## config.mk

```make
export PLATFORM = sky130hd
export DESIGN_NAME = softmax_top
export DESIGN_NICKNAME = d
export VERILOG_FILES = /design/src/verilog/softmax_cfg_pkg.sv /design/src/verilog/softmax_num_pkg.sv /design/src/verilog/softmax_top.sv /design/src/verilog/softmax_ctrl.sv /design/src/verilog/adder_tree.sv /design/src/verilog/exp2_lanes.sv /design/src/verilog/max_tree.sv /design/src/verilog/vector_buffer.sv
export SDC_FILE = /design/constraint.sdc
export NUM_CORES = 2
export LEC_CHECK = 0
export BUFFER_PORTS_ARGS = -buffer_cell sky130_fd_sc_hd__buf_2
export CORE_MARGIN = 3
export CORE_UTILIZATION = 62
export CTS_BUF_LIST = sky130_fd_sc_hd__clkbuf_4 sky130_fd_sc_hd__clkbuf_8 sky130_fd_sc_hd__clkbuf_16
export DETAILED_ROUTE_END_ITERATION = 8
export GPL_ROUTABILITY_DRIVEN = 0
export PLACE_DENSITY = 0.76
export SLEW_MARGIN = 40
export SYNTH_ARGS = -nofsm -noshare
export SYNTH_HDL_FRONTEND = slang
export SYNTH_SLANG_ARGS = --single-unit
```

## constraint.sdc

```tcl
create_clock -name clk -period 8.62 [get_ports clk]
set_clock_uncertainty 0.15 [all_clocks]
set_input_delay 0 -clock clk [delete_from_list [all_inputs] [get_ports clk]]
set_output_delay 0 -clock clk [all_outputs]
set_load 0.01 [all_outputs]
```

## src/verilog/softmax_cfg_pkg.sv

```systemverilog
`default_nettype none

package softmax_cfg_pkg;

  // elements per vector
  // the compare and adder trees are built for exactly four
  localparam int num_lanes = 4;

  // gives a 16-vector buffer
  localparam int addr_w_default = 4;

endpackage

`default_nettype wire
```

## src/verilog/softmax_num_pkg.sv

```systemverilog
`default_nettype none

package softmax_num_pkg;

  typedef logic signed [15:0] elem_t;

  // lane 0 in the low bits
  typedef elem_t [softmax_cfg_pkg::num_lanes-1:0] vec_t;

  // unsigned Q1.15
  typedef logic [15:0] exp_t;
  typedef exp_t [softmax_cfg_pkg::num_lanes-1:0] exp_vec_t;

  typedef logic [23:0] sum_t;

  // 1.0 in Q1.15
  localparam exp_t exp_one = 16'h8000;

  // differences at or past this shift everything out
  localparam int exp_shift_limit = 16;

endpackage

`default_nettype wire

```

## src/verilog/softmax_top.sv

```systemverilog
`timescale 1ns/1ps
`default_nettype none

module softmax_top #(
  parameter int addr_w = softmax_cfg_pkg::addr_w_default
) (
  input  logic                      clk,
  input  logic                      reset,
  input  logic                      start,
  input  logic [addr_w-1:0]         start_addr,
  input  logic [addr_w-1:0]         end_addr,
  input  softmax_num_pkg::vec_t     inp,
  output logic [addr_w-1:0]         addr,
  output softmax_num_pkg::exp_vec_t exp_out,
  output logic                      exp_valid,
  output softmax_num_pkg::sum_t     sum,
  output logic                      busy,
  output logic                      done
);

  import softmax_num_pkg::*;

  logic [addr_w-1:0] wr_addr;
  logic [addr_w-1:0] rd_addr;
  logic              load_run;
  logic              max_clear;
  logic              rd_en;
  logic              lane_run;
  logic              sum_run;
  logic              acc_run;
  logic              acc_clear;
  vec_t              rd_data;
  elem_t             max_out;

  softmax_ctrl #(
    .addr_w(addr_w)
  ) u_ctrl (
    .clk       (clk),
    .reset     (reset),
    .start     (start),
    .start_addr(start_addr),
    .end_addr  (end_addr),
    .addr      (addr),
    .wr_addr   (wr_addr),
    .rd_addr   (rd_addr),
    .load_run  (load_run),
    .max_clear (max_clear),
    .rd_en     (rd_en),
    .lane_run  (lane_run),
    .sum_run   (sum_run),
    .acc_run   (acc_run),
    .acc_clear (acc_clear),
    .exp_valid (exp_valid),
    .busy      (busy),
    .done      (done)
  );

  vector_buffer #(
    .addr_w(addr_w)
  ) u_buffer (
    .clk     (clk),
    .load_run(load_run),
    .wr_addr (wr_addr),
    .inp     (inp),
    .rd_en   (rd_en),
    .rd_addr (rd_addr),
    .rd_data (rd_data)
  );

  // running max sees inp on the same edge the buffer writes it
  max_tree u_max (
    .clk      (clk),
    .reset    (reset),
    .max_clear(max_clear),
    .load_run (load_run),
    .inp      (inp),
    .max_out  (max_out)
  );

  exp2_lanes u_exp (
    .clk     (clk),
    .reset   (reset),
    .lane_run(lane_run),
    .rd_data (rd_data),
    .max_out (max_out),
    .exp_out (exp_out)
  );

  adder_tree u_sum (
    .clk      (clk),
    .reset    (reset),
    .sum_run  (sum_run),
    .acc_run  (acc_run),
    .acc_clear(acc_clear),
    .exp_out  (exp_out),
    .sum      (sum)
  );

endmodule

`default_nettype wire

```

## src/verilog/softmax_ctrl.sv

```systemverilog
`timescale 1ns/1ps
`default_nettype none

module softmax_ctrl #(
  parameter int addr_w = softmax_cfg_pkg::addr_w_default
) (
  input  logic              clk,
  input  logic              reset,
  input  logic              start,
  input  logic [addr_w-1:0] start_addr,
  input  logic [addr_w-1:0] end_addr,
  output logic [addr_w-1:0] addr,
  output logic [addr_w-1:0] wr_addr,
  output logic [addr_w-1:0] rd_addr,
  output logic              load_run,
  output logic              max_clear,
  output logic              rd_en,
  output logic              lane_run,
  output logic              sum_run,
  output logic              acc_run,
  output logic              acc_clear,
  output logic              exp_valid,
  output logic              busy,
  output logic              done
);

  logic [addr_w-1:0] first_q;
  logic [addr_w-1:0] end_q;
  logic [addr_w-1:0] last_addr;
  logic              launch;
  logic              read_arm;
  logic              acc_tail;
  logic              chain_end;

  // start while busy is dropped
  assign launch    = start && !busy;
  assign last_addr = end_q - 1'b1;
  assign chain_end = acc_tail && !acc_run;

  // max and accumulator restart on the launch edge
  assign max_clear = launch;
  assign acc_clear = launch;

  assign wr_addr   = addr;
  // stage one sums exactly while the exponentials are valid
  assign exp_valid = sum_run;

  always_ff @(posedge clk) begin
    if (launch) begin
      first_q <= start_addr;
      end_q   <= end_addr;
    end
  end

  // load pass, addr leads the sampling edge by one cycle
  always_ff @(posedge clk) begin
    if (reset) begin
      addr     <= '0;
      load_run <= 1'b0;
      read_arm <= 1'b0;
    end else begin
      read_arm <= 1'b0;
      if (launch) begin
        addr     <= start_addr;
        load_run <= 1'b1;
      end else if (load_run) begin
        if (addr == last_addr) begin
          addr     <= '0;
          load_run <= 1'b0;
          read_arm <= 1'b1;
        end else begin
          addr <= addr + 1'b1;
        end
      end
    end
  end

  // read pass starts one cycle after the max is final
  always_ff @(posedge clk) begin
    if (reset) begin
      rd_addr <= '0;
      rd_en   <= 1'b0;
    end else if (read_arm) begin
      rd_addr <= first_q;
      rd_en   <= 1'b1;
    end else if (rd_en) begin
      if (rd_addr == last_addr) begin
        rd_addr <= '0;
        rd_en   <= 1'b0;
      end else begin
        rd_addr <= rd_addr + 1'b1;
      end
    end
  end

  // strobe chain, one stage per pipeline register
  always_ff @(posedge clk) begin
    if (reset) begin
      lane_run <= 1'b0;
      sum_run  <= 1'b0;
      acc_run  <= 1'b0;
      acc_tail <= 1'b0;
      done     <= 1'b0;
      busy     <= 1'b0;
    end else begin
      lane_run <= rd_en;
      sum_run  <= lane_run;
      acc_run  <= sum_run;
      acc_tail <= acc_run;
      done     <= chain_end;
      if (launch) begin
        busy <= 1'b1;
      end else if (chain_end) begin
        busy <= 1'b0;
      end
    end
  end

endmodule

`default_nettype wire

```

## src/verilog/adder_tree.sv

```systemverilog
`timescale 1ns/1ps
`default_nettype none

module adder_tree (
  input  logic                      clk,
  input  logic                      reset,
  input  logic                      sum_run,
  input  logic                      acc_run,
  input  logic                      acc_clear,
  input  softmax_num_pkg::exp_vec_t exp_out,
  output softmax_num_pkg::sum_t     sum
);

  import softmax_num_pkg::*;

  // pair sums carry one bit more than an exponential
  logic [$bits(exp_t):0] pair_lo;
  logic [$bits(exp_t):0] pair_hi;

  // stage one
  always_ff @(posedge clk) begin
    if (sum_run) begin
      pair_lo <= exp_out[0] + exp_out[1];
      pair_hi <= exp_out[2] + exp_out[3];
    end
  end

  // stage two folds both pairs into the running total
  always_ff @(posedge clk) begin
    if (reset || acc_clear) begin
      sum <= '0;
    end else if (acc_run) begin
      sum <= sum + pair_lo + pair_hi;
    end
  end

endmodule

`default_nettype wire

```

## src/verilog/exp2_lanes.sv

```systemverilog
`timescale 1ns/1ps
`default_nettype none

module exp2_lanes (
  input  logic                      clk,
  input  logic                      reset,
  input  logic                      lane_run,
  input  softmax_num_pkg::vec_t     rd_data,
  input  softmax_num_pkg::elem_t    max_out,
  output softmax_num_pkg::exp_vec_t exp_out
);

  import softmax_cfg_pkg::*;
  import softmax_num_pkg::*;

  // one extra bit so max minus element cannot wrap
  typedef logic signed [$bits(elem_t):0] diff_t;

  diff_t    diff [num_lanes];
  exp_vec_t exp_next;

  always_comb begin
    for (int i = 0; i < num_lanes; i++) begin
      diff[i] = max_out - elem_t'(rd_data[i]);
      // 2^-diff as a right shift of one
      if (diff[i] >= exp_shift_limit) begin
        exp_next[i] = '0;
      end else begin
        exp_next[i] = exp_one >> diff[i];
      end
    end
  end

  always_ff @(posedge clk) begin
    if (reset) begin
      exp_out <= '0;
    end else if (lane_run) begin
      exp_out <= exp_next;
    end
  end

endmodule

`default_nettype wire

```

## src/verilog/max_tree.sv

```systemverilog
`timescale 1ns/1ps
`default_nettype none

module max_tree (
  input  logic                   clk,
  input  logic                   reset,
  input  logic                   max_clear,
  input  logic                   load_run,
  input  softmax_num_pkg::vec_t  inp,
  output softmax_num_pkg::elem_t max_out
);

  import softmax_num_pkg::*;

  // most negative element
  localparam elem_t elem_min = {1'b1, {($bits(elem_t) - 1){1'b0}}};

  elem_t win_lo;
  elem_t win_hi;
  elem_t vec_max;

  function automatic elem_t larger(input elem_t a, input elem_t b);
    return (a > b) ? a : b;
  endfunction

  // pair the lanes, then the pair winners
  assign win_lo  = larger(inp[0], inp[1]);
  assign win_hi  = larger(inp[2], inp[3]);
  assign vec_max = larger(win_lo, win_hi);

  always_ff @(posedge clk) begin
    if (reset || max_clear) begin
      max_out <= elem_min;
    end else if (load_run) begin
      max_out <= larger(max_out, vec_max);
    end
  end

endmodule

`default_nettype wire

```

## src/verilog/vector_buffer.sv

```systemverilog
`timescale 1ns/1ps
`default_nettype none

module vector_buffer #(
  parameter int addr_w = softmax_cfg_pkg::addr_w_default
) (
  input  logic                  clk,
  input  logic                  load_run,
  input  logic [addr_w-1:0]     wr_addr,
  input  softmax_num_pkg::vec_t inp,
  input  logic                  rd_en,
  input  logic [addr_w-1:0]     rd_addr,
  output softmax_num_pkg::vec_t rd_data
);

  import softmax_num_pkg::*;

  vec_t mem [2**addr_w];

  always_ff @(posedge clk) begin
    if (load_run) begin
      mem[wr_addr] <= inp;
    end
  end

  // registered read, data follows rd_en by one cycle
  always_ff @(posedge clk) begin
    if (rd_en) begin
      rd_data <= mem[rd_addr];
    end
  end

endmodule

`default_nettype wire

```

==> qor.csv <==
metric;value;unit
status;complete, no violations;
worst-path-buf-inv;5;
clk_pin_slew;60;ps
slowest_stage;nor3b_4;
coreArea;85500;µm²
drv_slew;0;
cp_top_family;compound AO/OA/AOI/OAI gates;
vdd_ir_drop_max;0.000213;V
drv_cap;0;
yosys-top-cells-area;edfxtp_1 (63%), mux4_2 (13%), dfxtp_1 (4.5%);
start_util;62.9;%
drtAntennaViolNets;0;
avgSynthCellArea;17.2;µm²
synth_area_leader_cell;edfxtp_1;
die_h;301;µm
vias_per_cell;6.62;
synth_commonest_cells;edfxtp_1 (1,130), mux4_2 (320), inv_1 (188);
p_per_area;213;nW/µm²
synth_top_area_share;63.1;%
grt_pass1_vias;31600;
gr-total-overflow;0;
fin_setup_tns;0;ps
timing.hold.ws;89.6;ps
start_kind;primary input;
clockBufferDepth;3;
area_growth;13.9;%
vias;31100;
row_count;107;
hold_class;in2reg;
worstMarginPinSlew;862;ps
antenna_found_initial;2;
portBuffers;169;
dpl_cell_area;56300;µm²
cts-resized-gates;0;
die-area;90300;µm²
period_share;90.6;%
die_w;301;µm
grt_start_max_net_pins;135;
cts_hold_buf;83;
period_needed;7810;ps
utilization;71.6;%
grt_pass1_wl;202000;µm
nNetsFinal;3736;
clkSinkCount;1251;
rsz0062_at_grt;false;
synth-seq-cells;1251;
cts_root_buf;clkbuf_16;
ys.flop_type;edfxtp_1;
drive_gt1_share;22.3;%
syn_nets;3412;
clk_latency;690;ps
grt_usage;30.5;%
async_flop_share;0;%
drt_iter0_markers;3592;
cp-end-kind;flip-flop;
num_io_pins;170;
final-setup-viol-count;0;
crit_fanout;18;
postSynthCellCount;3132;
slew_headroom;42.5;%
firstDrtPassIters;8;
htree_num_levels;3;
cts_setup_buffers;0;
dp_hpwl;80300;µm
wl;136000;µm
detail_route.wl_per_cell;28.8;µm
drc_errors;0;
critPathKind;in2reg;
ys_types;73;
cp_data_required_time;8990;ps
max_freq;128;MHz
synth-edff-count;1130;
fin_area;61200;µm²
seq_area_frac_synth;67.6;%
cts-buffers-inserted;119;
p_leak;21.1;nW
synth_area;53800;µm²
cp.arrival;8190;ps
crit_path_max_incr_delay;630;ps
cts_tree;built;
hold_viol;0;
yosys_warnings;0;
yosysMostFrequentCell;edfxtp_1;
-- routing by layer --
| metal | GRT usage (%) | up-vias | wire length (µm) |
|---|---|---|---|
| met1 | 41.9 | 15800 | 50800 |
| met4 | 13.5 | 0 | 6270 |
| met2 | 49.4 | 1933 | 65500 |
| met5 | 0 | - | 0 |
| met3 | 4.79 | 362 | 13000 |
| li1 | - | 13100 | - |
-- stage by stage --
stage,worst slack (ps),power [mW],instances
3_3_place_gp,962,7.74,4390
3_5_place_dp,919,7.80,4395
5_1_grt,410,13.4,4708
4_1_cts,1100,13.1,4705
6_report,806,13.1,4708
2_1_floorplan,1710,7.47,3132
-- final timing paths --
kind                                       start              endpoint  slack (ps)  cells past startpoint
worst min register to register  u_max.max_out[0]      u_max.max_out[0]         340                      1
worst max register to register  u_max.max_out[1]     u_exp.exp_out[54]        3600                     13
worst min-delay path                     inp[60]  u_buffer.mem[15][60]          90                      2
worst max-delay path                     inp[31]     u_max.max_out[15]         810                     35
-- cell families after synthesis --
logic type	after synthesis	synth area share, %
xor+xnor	73	1.19
mux	365	14.3
fa+ha+maj	205	5.10
buf+inv	292	2.05
flops	1251	67.6
simple gates	529	4.72
compound gates	417	5.08
-- registers in the layout, indices dropped and copies added (netlist names), 4 cells and up --
signal,cells
u_buffer.mem,1024
u_buffer.rd_data,64
u_ctrl.addr,4
u_ctrl.end_q,4
u_ctrl.first_q,4
u_ctrl.rd_addr,4
u_exp.exp_out,64
u_max.max_out,16
u_sum.pair_hi,17
u_sum.pair_lo,17
u_sum.sum,24
-- worst reg2reg max path, cell delays in order (launching register included) --
cell	delay, ps
dfxtp_1	620
inv_1	280
fa_1	510
nor2b_1	160
o21ai_0	230
a21boi_0	330
o21ai_0	200
a21oi_1	190
o21ai_0	190
a221o_1	350
a2111oi_0	590
o211ai_1	390
nor3_1	550
a22o_1	230
-- placed cells by master, fill, tap and decap left out, drive strengths merged, types with 16 or more instances in the layout --
master	instances
edfxtp	1130
mux4	320
buf	224
inv	199
ha	181
nor2	161
clkbuf	153
nand2	144
dfxtp	121
o21ai	116
a21oi	104
dlygate4sd3	83
xnor2	52
nand2b	46
clkinv	46
mux2i	41
nor3	38
nor2b	31
a22o	26
a21o	24
nand3	24
fa	24
a211oi	21
xor2	21
nand4	19
and3	16
o211ai	16
-- area by class of cell --
cell class              instances  area [µm²]
inverters                     188         708
multi-input cells            1589       16500
well taps                    1144        1430
flip-flops and latches       1251       36400
clock buffers                 153        3290
repair buffers                307        2220
clock inverters                74         747
fillers                      5060       24300
diodes                          2        5.00
-- power breakdown --
| part | total [mW] | switching (mW) | internal [mW] |
|---|---|---|---|
| clock network | 5.32 | 2.23 | 3.09 |
| registers | 6.75 | 0.0567 | 6.69 |
| logic | 0.994 | 0.607 | 0.387 |
| total | 13.1 | 2.89 | 10.2 |
Note: power is estimated with default switching activity, not from simulation.
